<file path="config.mk">
export PLATFORM = sky130hd
export DESIGN_NAME = lsu
export DESIGN_NICKNAME = d
export VERILOG_FILES = /design/src/logic/lsu_pkg.sv /design/src/logic/clint_timer.sv /design/src/logic/lsu.sv /design/src/logic/lsu_align.sv
export SDC_FILE = /design/constraint.sdc
export NUM_CORES = 1
export LEC_CHECK = 0
export BUFFER_PORTS_ARGS = -buffer_cell sky130_fd_sc_hd__buf_4
export CORE_UTILIZATION = 45
export DETAILED_ROUTE_END_ITERATION = 10
export GPL_TIMING_DRIVEN = 0
export PLACE_DENSITY_LB_ADDON = 0.3
export SYNTH_ARGS = -nofsm -noshare
export SYNTH_HDL_FRONTEND = slang
export SYNTH_SLANG_ARGS = --single-unit
</file>
<file path="constraint.sdc">
create_clock -name clk -period 13.1 [get_ports clk]
set_clock_uncertainty 0.05 [all_clocks]
set_input_delay 3.275 -clock clk [delete_from_list [all_inputs] [get_ports clk]]
set_output_delay 3.275 -clock clk [all_outputs]
set_load 0.03 [all_outputs]
</file>
<file path="src/logic/lsu_pkg.sv">
`default_nettype none

package lsu_pkg;

    // bus widths for the core side and the AXI port
    localparam int addr_w = 32;
    localparam int data_w = 32;

    // access size as issued by the core
    // the same encoding lands in AxSIZE
    typedef enum logic [1:0] {
        size_byte = 2'b00,
        size_half = 2'b01,
        size_word = 2'b10
    } mem_size_t;

    // AXI response codes in use
    localparam logic [1:0] axi_resp_okay   = 2'b00;
    localparam logic [1:0] axi_resp_slverr = 2'b10;

endpackage

`default_nettype wire

</file>
<file path="src/logic/clint_timer.sv">
`timescale 1ns/100ps
`default_nettype none

module clint_timer import lsu_pkg::*; #(
    parameter logic [addr_w-1:0] clint_base = 32'ha0000048
) (
    input  logic              clk,
    input  logic              reset,
    input  logic              tvalid,
    input  logic [addr_w-1:0] taddr,
    output logic              tready,
    output logic [data_w-1:0] tdata,
    output logic [1:0]        tresp
);

    logic [63:0]       mtime;
    logic [addr_w-1:0] toff;

    assign toff = taddr - clint_base;

    always_ff @(posedge clk) begin
        if (reset) begin
            mtime  <= '0;
            tready <= 1'b0;
        end else begin
            mtime  <= mtime + 64'd1;
            // one-cycle ready pulse per request
            tready <= tvalid && !tready;
        end
    end

    // offset 4 selects the upper half
    always_ff @(posedge clk) begin
        tdata <= toff[2] ? mtime[63:32] : mtime[31:0];
        tresp <= (toff[1:0] == 2'b00) ? axi_resp_okay : axi_resp_slverr;
    end

    // the lsu decode only routes window addresses here
    a_in_window: assert property (@(posedge clk) disable iff (reset)
        tvalid |-> (toff < addr_w'(8)));

endmodule

`default_nettype wire

</file>
<file path="src/logic/lsu.sv">
`timescale 1ns/100ps
`default_nettype none

module lsu import lsu_pkg::*; #(
    parameter logic [addr_w-1:0] clint_base = 32'ha0000048
) (
    input  logic              clk,
    input  logic              reset,
    input  logic              req,
    input  logic              we,
    input  logic              sign,
    input  mem_size_t         size,
    input  logic [addr_w-1:0] addr,
    input  logic [data_w-1:0] wdata,
    output logic [data_w-1:0] rdata,
    output logic              done,
    output logic              err,
    output logic              busy,
    output logic              awvalid,
    input  logic              awready,
    output logic [addr_w-1:0] awaddr,
    output logic [2:0]        awsize,
    output logic              wvalid,
    input  logic              wready,
    output logic [data_w-1:0] wdata_m,
    output logic [3:0]        wstrb,
    output logic              wlast,
    input  logic              bvalid,
    output logic              bready,
    input  logic [1:0]        bresp,
    output logic              arvalid,
    input  logic              arready,
    output logic [addr_w-1:0] araddr,
    output logic [2:0]        arsize,
    input  logic              rvalid,
    output logic              rready,
    input  logic [data_w-1:0] rdata_m,
    input  logic [1:0]        rresp
);

    typedef enum logic [2:0] {
        st_idle, st_ar, st_r, st_aw, st_w, st_b, st_tmr, st_terr
    } lsu_state_t;

    lsu_state_t        state;
    logic [addr_w-1:0] req_addr;
    logic              req_we;
    logic              req_sign;
    mem_size_t         req_size;
    logic [data_w-1:0] req_wdata;
    logic [data_w-1:0] rword;
    logic              in_window;
    logic              tvalid;
    logic              tready;
    logic [data_w-1:0] tdata;
    logic [1:0]        tresp;

    // wraps below the base, so one compare covers the window
    assign in_window = (addr - clint_base) < addr_w'(8);
    assign busy      = state != st_idle;

    always_ff @(posedge clk) begin
        if (reset) begin
            state <= st_idle;
            done  <= 1'b0;
            err   <= 1'b0;
        end else begin
            done <= 1'b0;
            err  <= 1'b0;
            case (state)
                st_idle: if (req) begin
                    if (in_window) state <= we ? st_terr : st_tmr;
                    else           state <= we ? st_aw : st_ar;
                end
                st_ar: if (arready) state <= st_r;
                st_r: if (rvalid) begin
                    state <= st_idle;
                    done  <= 1'b1;
                    err   <= rresp != axi_resp_okay;
                end
                st_aw: if (awready) state <= st_w;
                st_w:  if (wready) state <= st_b;
                st_b: if (bvalid) begin
                    state <= st_idle;
                    done  <= 1'b1;
                    err   <= bresp != axi_resp_okay;
                end
                st_tmr: if (tready) begin
                    state <= st_idle;
                    done  <= 1'b1;
                    err   <= tresp != axi_resp_okay;
                end
                // mtime is read-only here
                st_terr: begin
                    state <= st_idle;
                    done  <= 1'b1;
                    err   <= 1'b1;
                end
                default: state <= st_idle;
            endcase
        end
    end

    always_ff @(posedge clk) begin
        if (state == st_idle && req) begin
            req_addr  <= addr;
            req_we    <= we;
            req_sign  <= sign;
            req_size  <= size;
            req_wdata <= wdata;
        end
        if (rvalid && rready) rword <= rdata_m;
        if (tvalid && tready) rword <= tdata;
    end

    assign awvalid = state == st_aw;
    assign wvalid  = state == st_w;
    assign wlast   = state == st_w;
    assign bready  = state == st_b && req_we;
    assign arvalid = state == st_ar;
    assign rready  = state == st_r && !req_we;
    assign tvalid  = state == st_tmr;
    assign awaddr  = req_addr;
    assign araddr  = req_addr;
    assign awsize  = {1'b0, req_size};
    assign arsize  = {1'b0, req_size};

    lsu_align i_lsu_align (
        .size(req_size), .sign(req_sign), .offset(req_addr[1:0]),
        .wdata(req_wdata), .rword(rword),
        .wlane(wdata_m), .wstrb(wstrb), .rdata(rdata)
    );

    clint_timer #(.clint_base(clint_base)) i_clint_timer (
        .clk(clk), .reset(reset), .tvalid(tvalid), .taddr(req_addr),
        .tready(tready), .tdata(tdata), .tresp(tresp)
    );

    a_aw_stable: assert property (@(posedge clk) disable iff (reset)
        awvalid && !awready |=> awvalid && $stable(awaddr));
    a_ar_stable: assert property (@(posedge clk) disable iff (reset)
        arvalid && !arready |=> arvalid && $stable(araddr));
    a_done_pulse: assert property (@(posedge clk) disable iff (reset)
        done |=> !done);

endmodule

`default_nettype wire

</file>
<file path="src/logic/lsu_align.sv">
`timescale 1ns/100ps
`default_nettype none

module lsu_align import lsu_pkg::*; (
    input  mem_size_t         size,
    input  logic              sign,
    input  logic [1:0]        offset,
    input  logic [data_w-1:0] wdata,
    input  logic [data_w-1:0] rword,
    output logic [data_w-1:0] wlane,
    output logic [3:0]        wstrb,
    output logic [data_w-1:0] rdata
);

    logic [4:0]        shamt;
    logic [data_w-1:0] rshift;

    assign shamt = {offset, 3'b000};

    // store data moves up to its byte lane
    assign wlane = wdata << shamt;

    always_comb begin
        case (size)
            size_byte: wstrb = 4'b0001 << offset;
            size_half: wstrb = offset[1] ? 4'b1100 : 4'b0011;
            size_word: wstrb = 4'b1111;
            default:   wstrb = 4'b0000;
        endcase
    end

    // load data comes back down to bit 0
    assign rshift = rword >> shamt;

    always_comb begin
        case (size)
            size_byte: begin
                rdata = {{24{sign & rshift[7]}}, rshift[7:0]};
            end
            size_half: begin
                rdata = {{16{sign & rshift[15]}}, rshift[15:0]};
            end
            size_word: begin
                rdata = rshift;
            end
            default: begin
                rdata = '0;
            end
        endcase
    end

endmodule

`default_nettype wire

</file>
==> Flow_metrics.wiki <==
{| class="wikitable"
! Metric !! Value
|-
| Slew at the pin closest to its max-slew limit || 0.862 ns
|-
| Async S/R FF share, synth || 0%
|-
| Arrival time at the worst endpoint || 3.29 ns
|-
| Vias in the first global route || 7727
|-
| Dominant cell type by area after synthesis || sky130_fd_sc_hd__edfxtp_1
|-
| I/O Buffers || 255
|-
| Biggest area contributors in the synthesized netlist || sky130_fd_sc_hd__edfxtp_1 (31%), sky130_fd_sc_hd__dfxtp_1 (21%), sky130_fd_sc_hd__mux2_2 (6.6%), sky130_fd_sc_hd__mux2i_1 (3.7%), sky130_fd_sc_hd__nor2_1 (3.2%)
|-
| Power density cells || 176 nW/um^2
|-
| DRC || 0
|-
| Post-layout min period || 6.62 ns
|-
| Total number of vias || 8151
|-
| Switching component of the power || 0.829 mW
|-
| Beginning of the critical path || araddr[0]
|-
| Area of the core region || 21100 um^2
|-
| Vias/cell || 5.37
|-
| Reg power frac || 35.5%
|-
| Cell-by-cell trace of the critical path || clkbuf_1 -> clkbuf_1 -> buf_1 -> clkbuf_1 -> a211oi_1 -> a21oi_1 -> buf_4
|-
| Count of flip-flops with a built-in enable after synthesis || 100
|-
| Number of diodes added for antenna fixing || 0
|-
| Average detailed-routed wire length per instance || 18.6 um
|-
| Setup ws final || 6.48 ns
|-
| Gr ovfl total || 0
|-
| Synthesized area || 9690 um^2
|-
| Area growth syn-to-layout || 31.4%
|-
| Startpoint type of the worst setup path || flip-flop
|-
| Register bit total from synthesis || 203
|-
| Post-layout nets || 1340
|-
| Crit-path most repeated cell || sky130_fd_sc_hd__clkbuf_1
|-
| Footprint of the multi-input gates || 4060 um^2
|-
| Critical-path top delay cell || sky130_fd_sc_hd__buf_1
|-
| Overall power consumption || 2.24 mW
|-
| Worst hold path startpoint || i_clint_timer.mtime[0]
|-
| Number of search-and-repair iterations in the first detailed-routing pass || 5
|-
| Total routed wirelength || 28200 um
|-
| Startpoint-to-endpoint class of the critical path || flip-flop to primary output
|-
| Leakage || 4.97 nW
|-
| Number of cells upsized or downsized after cts || 0
|-
| Share of total power in combinational logic || 37.7%
|-
| Count of boundary I/O pins || 259
|-
| Setup TNS || 0 ns
|-
| Final number of setup-violating endpoints || 0
|-
| Share of power burned in the clock network || 26.8%
|-
| Vertical die dimension || 149 um
|-
| Synth warn || 0
|-
| Result of the run || finished, final reports clean
|-
| Data required time of the worst path || 9.77 ns
|-
| Die footprint || 22100 um^2
|-
| Final Slew Violations || 0
|-
| # rows || 53
|-
| Maximum achievable frequency || 151 MHz
|-
| Period Utilization, post-route || 50.5%
|-
| Worst flop-to-flop path startpoint || i_clint_timer.mtime[10]
|-
| Root buffer cell || sky130_fd_sc_hd__clkbuf_16
|-
| Initial core utilization || 46.0%
|-
| P_int || 1.41 mW
|-
| Maximum number of pins on one net before global-route repair || 36
|-
| Sequential Area || 5060 um^2
|-
| Number of buffers created by CTS || 23
|-
| Most used flip-flop cell after synthesis || sky130_fd_sc_hd__dfxtp_1
|-
| Post-DP HPWL || 21300 um
|-
| Remaining max-slew budget at the tightest pin || 42.5%
|-
| Hold buffer count at CTS || 0
|-
| DR iter-0 viols || 581
|-
| Maximum fanout along the worst path || 10
|-
| Unrepaired setup endpoints after global routing || false
|-
| Max-cap check violation count || 0
|-
| Buffers & Inverters on Critical Path || 5
|-
| Clock tree from TritonCTS || done
|-
| Mapped Avg Cell Area || 10.3 um^2
|-
| Cell variety after synth || 60
|-
| Proportion of synthesized chip area in sequential cells || 52.3%
|-
| Layout fillers || 1777
|-
| Clock buffer depth || 3
|-
| Total number of H-tree levels || 1
|-
| Switching part of the total || 37.0%
|-
| Final hold violations || 0
|-
| Number of antenna violations at the first check in global routing || 0
|-
| First-pass GRT wire length || 42400 um
|-
| Ratio of cells with drive above 1 in the final layout || 32.7%
|-
| Aggregate global-route resource usage || 24.7%
|-
| Minimum setup slack after placement || 7.04 ns
|-
| Delay of the slowest critical-path stage || 0.59 ns
|-
| Clock latency on the worst-skew pair || 0.51 ns
|-
| Post-CTS clock slew at the launch and capture registers of the worst setup and hold paths || 0.06 ns
|-
| Chip Width || 149 um
|-
| Number of buffers inserted to repair setup after CTS || 0
|-
| Final GP Congestion || 0.873
|-
| Post-synth top area share || 31.0%
|-
| Classification of the worst-slack hold path || flip-flop to flip-flop
|-
| Largest delay contributor family on the critical path || buffers and inverters
|-
| Number of sinks handled by clock tree synthesis || 203
|-
| Count of antenna-violating nets left after detailed routing || 0
|-
| Synthesized instance count || 941
|-
| Worst-case vdd ir drop || 89.1 uV
|-
| CP Capture Type || primary output
|}
layer usage:
| layer | up-vias | GRT usage [%] | part of all wire, % |
|---|---|---|---|
| li1 | 3943 | - | - |
| met1 | 3859 | 30.3 | 40 |
| met2 | 294 | 44.0 | 50 |
| met3 | 55 | 3.55 | 6.5 |
| met4 | 0 | 9.08 | 3.1 |
| met5 | - | 0 | 0 |
cell type report:
type                            count  area share (%)
Sequential cell                   203            39.8
Multi-Input combinational cell    621            31.9
Timing Repair Buffer              259            15.5
Clock buffer                       36            5.23
Buffer                             89            3.74
Tap cell                          275            2.70
Inverter                           29           0.855
Clock inverter                      6           0.295
cells in the final DEF (no fill, tap or decap), drive strengths merged, types with 12 or more instances in the layout:
master	instances
a21oi	51
mux2	57
nand2	65
or3	27
nand4	14
o21ai	60
dfxtp	103
buf	309
inv	32
nor4	18
nor2b	19
or4	12
xnor2	30
nand3	21
a211oi	24
nor3	20
clkbuf	75
edfxtp	100
nor2	82
mux2i	36
power by group through the flow:
stage	sequential (mW)	clock, mW	combinational [mW]
CTS	0.797	0.608	0.845
detailed placement	0.810	0	0.841
global route	0.803	0.634	0.885
global placement	0.820	0	0.819
floorplan	0.856	0	0.463
finish	0.796	0.600	0.845
worst register-to-register path: cells and delay by family (launching register included):
family        cells  cell delay (ns)
xor+xnor          1             0.16
flops             1             0.46
simple gates      5             1.70
buf+inv           1             0.39
registers in the layout, indices dropped and copies added, names as in the netlist:
signal / flops
i_clint_timer.tready: 1
i_clint_timer.tresp: 1
state: 3
err: 1
req_we: 1
i_clint_timer.tdata: 32
req_size: 2
araddr: 32
req_sign: 1
i_clint_timer.mtime: 64
req_wdata: 32
rword: 32
done: 1
cell families after synthesis:
family | count (synthesis) | synth area share (%)
AOI/OAI and AO/OA | 165 | 10.4
xor gates and xnor gates | 38 | 3.43
adders and majority gates | 2 | 0.258
buffers and inverters | 118 | 6.04
DFF | 203 | 52.3
muxes | 93 | 10.3
other | 1 | 0.0387
and+or+nand+nor | 321 | 17.2
cell usage after synthesis (all sizes together) (19+ instances only):
library cell	count
mux2	57
or3	27
nor2b	19
mux2i	36
o21ai	60
clkbuf	39
inv	29
buf	50
a211oi	24
dfxtp	103
edfxtp	100
nand3	21
xnor2	30
a21oi	51
nor2	82
nor3	20
nand2	65
final timing paths:
path	to	slack [ns]	cells after the start
max	wdata_m[26]	6.48	7
min	i_clint_timer.mtime[0]	0.42	1
max reg2reg	i_clint_timer.mtime[44]	10.22	7
min reg2reg	i_clint_timer.mtime[0]	0.42	1
stage by stage:
| stage | cells | cell area (um^2) | hold WS, ns | utilization [%] |
|---|---|---|---|---|
| floorplan | 942 | 9690 | 0.378 | - |
| global placement | 1472 | 12000 | 0.392 | 56.7 |
| detailed placement | 1476 | 12000 | 0.407 | 57.0 |
| CTS | 1518 | 12700 | 0.422 | 60.4 |
| global route | 1518 | 12700 | 0.468 | 60.4 |
| finish | 1518 | 12700 | 0.419 | 60.4 |
No activity file was read; power rests on OpenSTA's default activity.
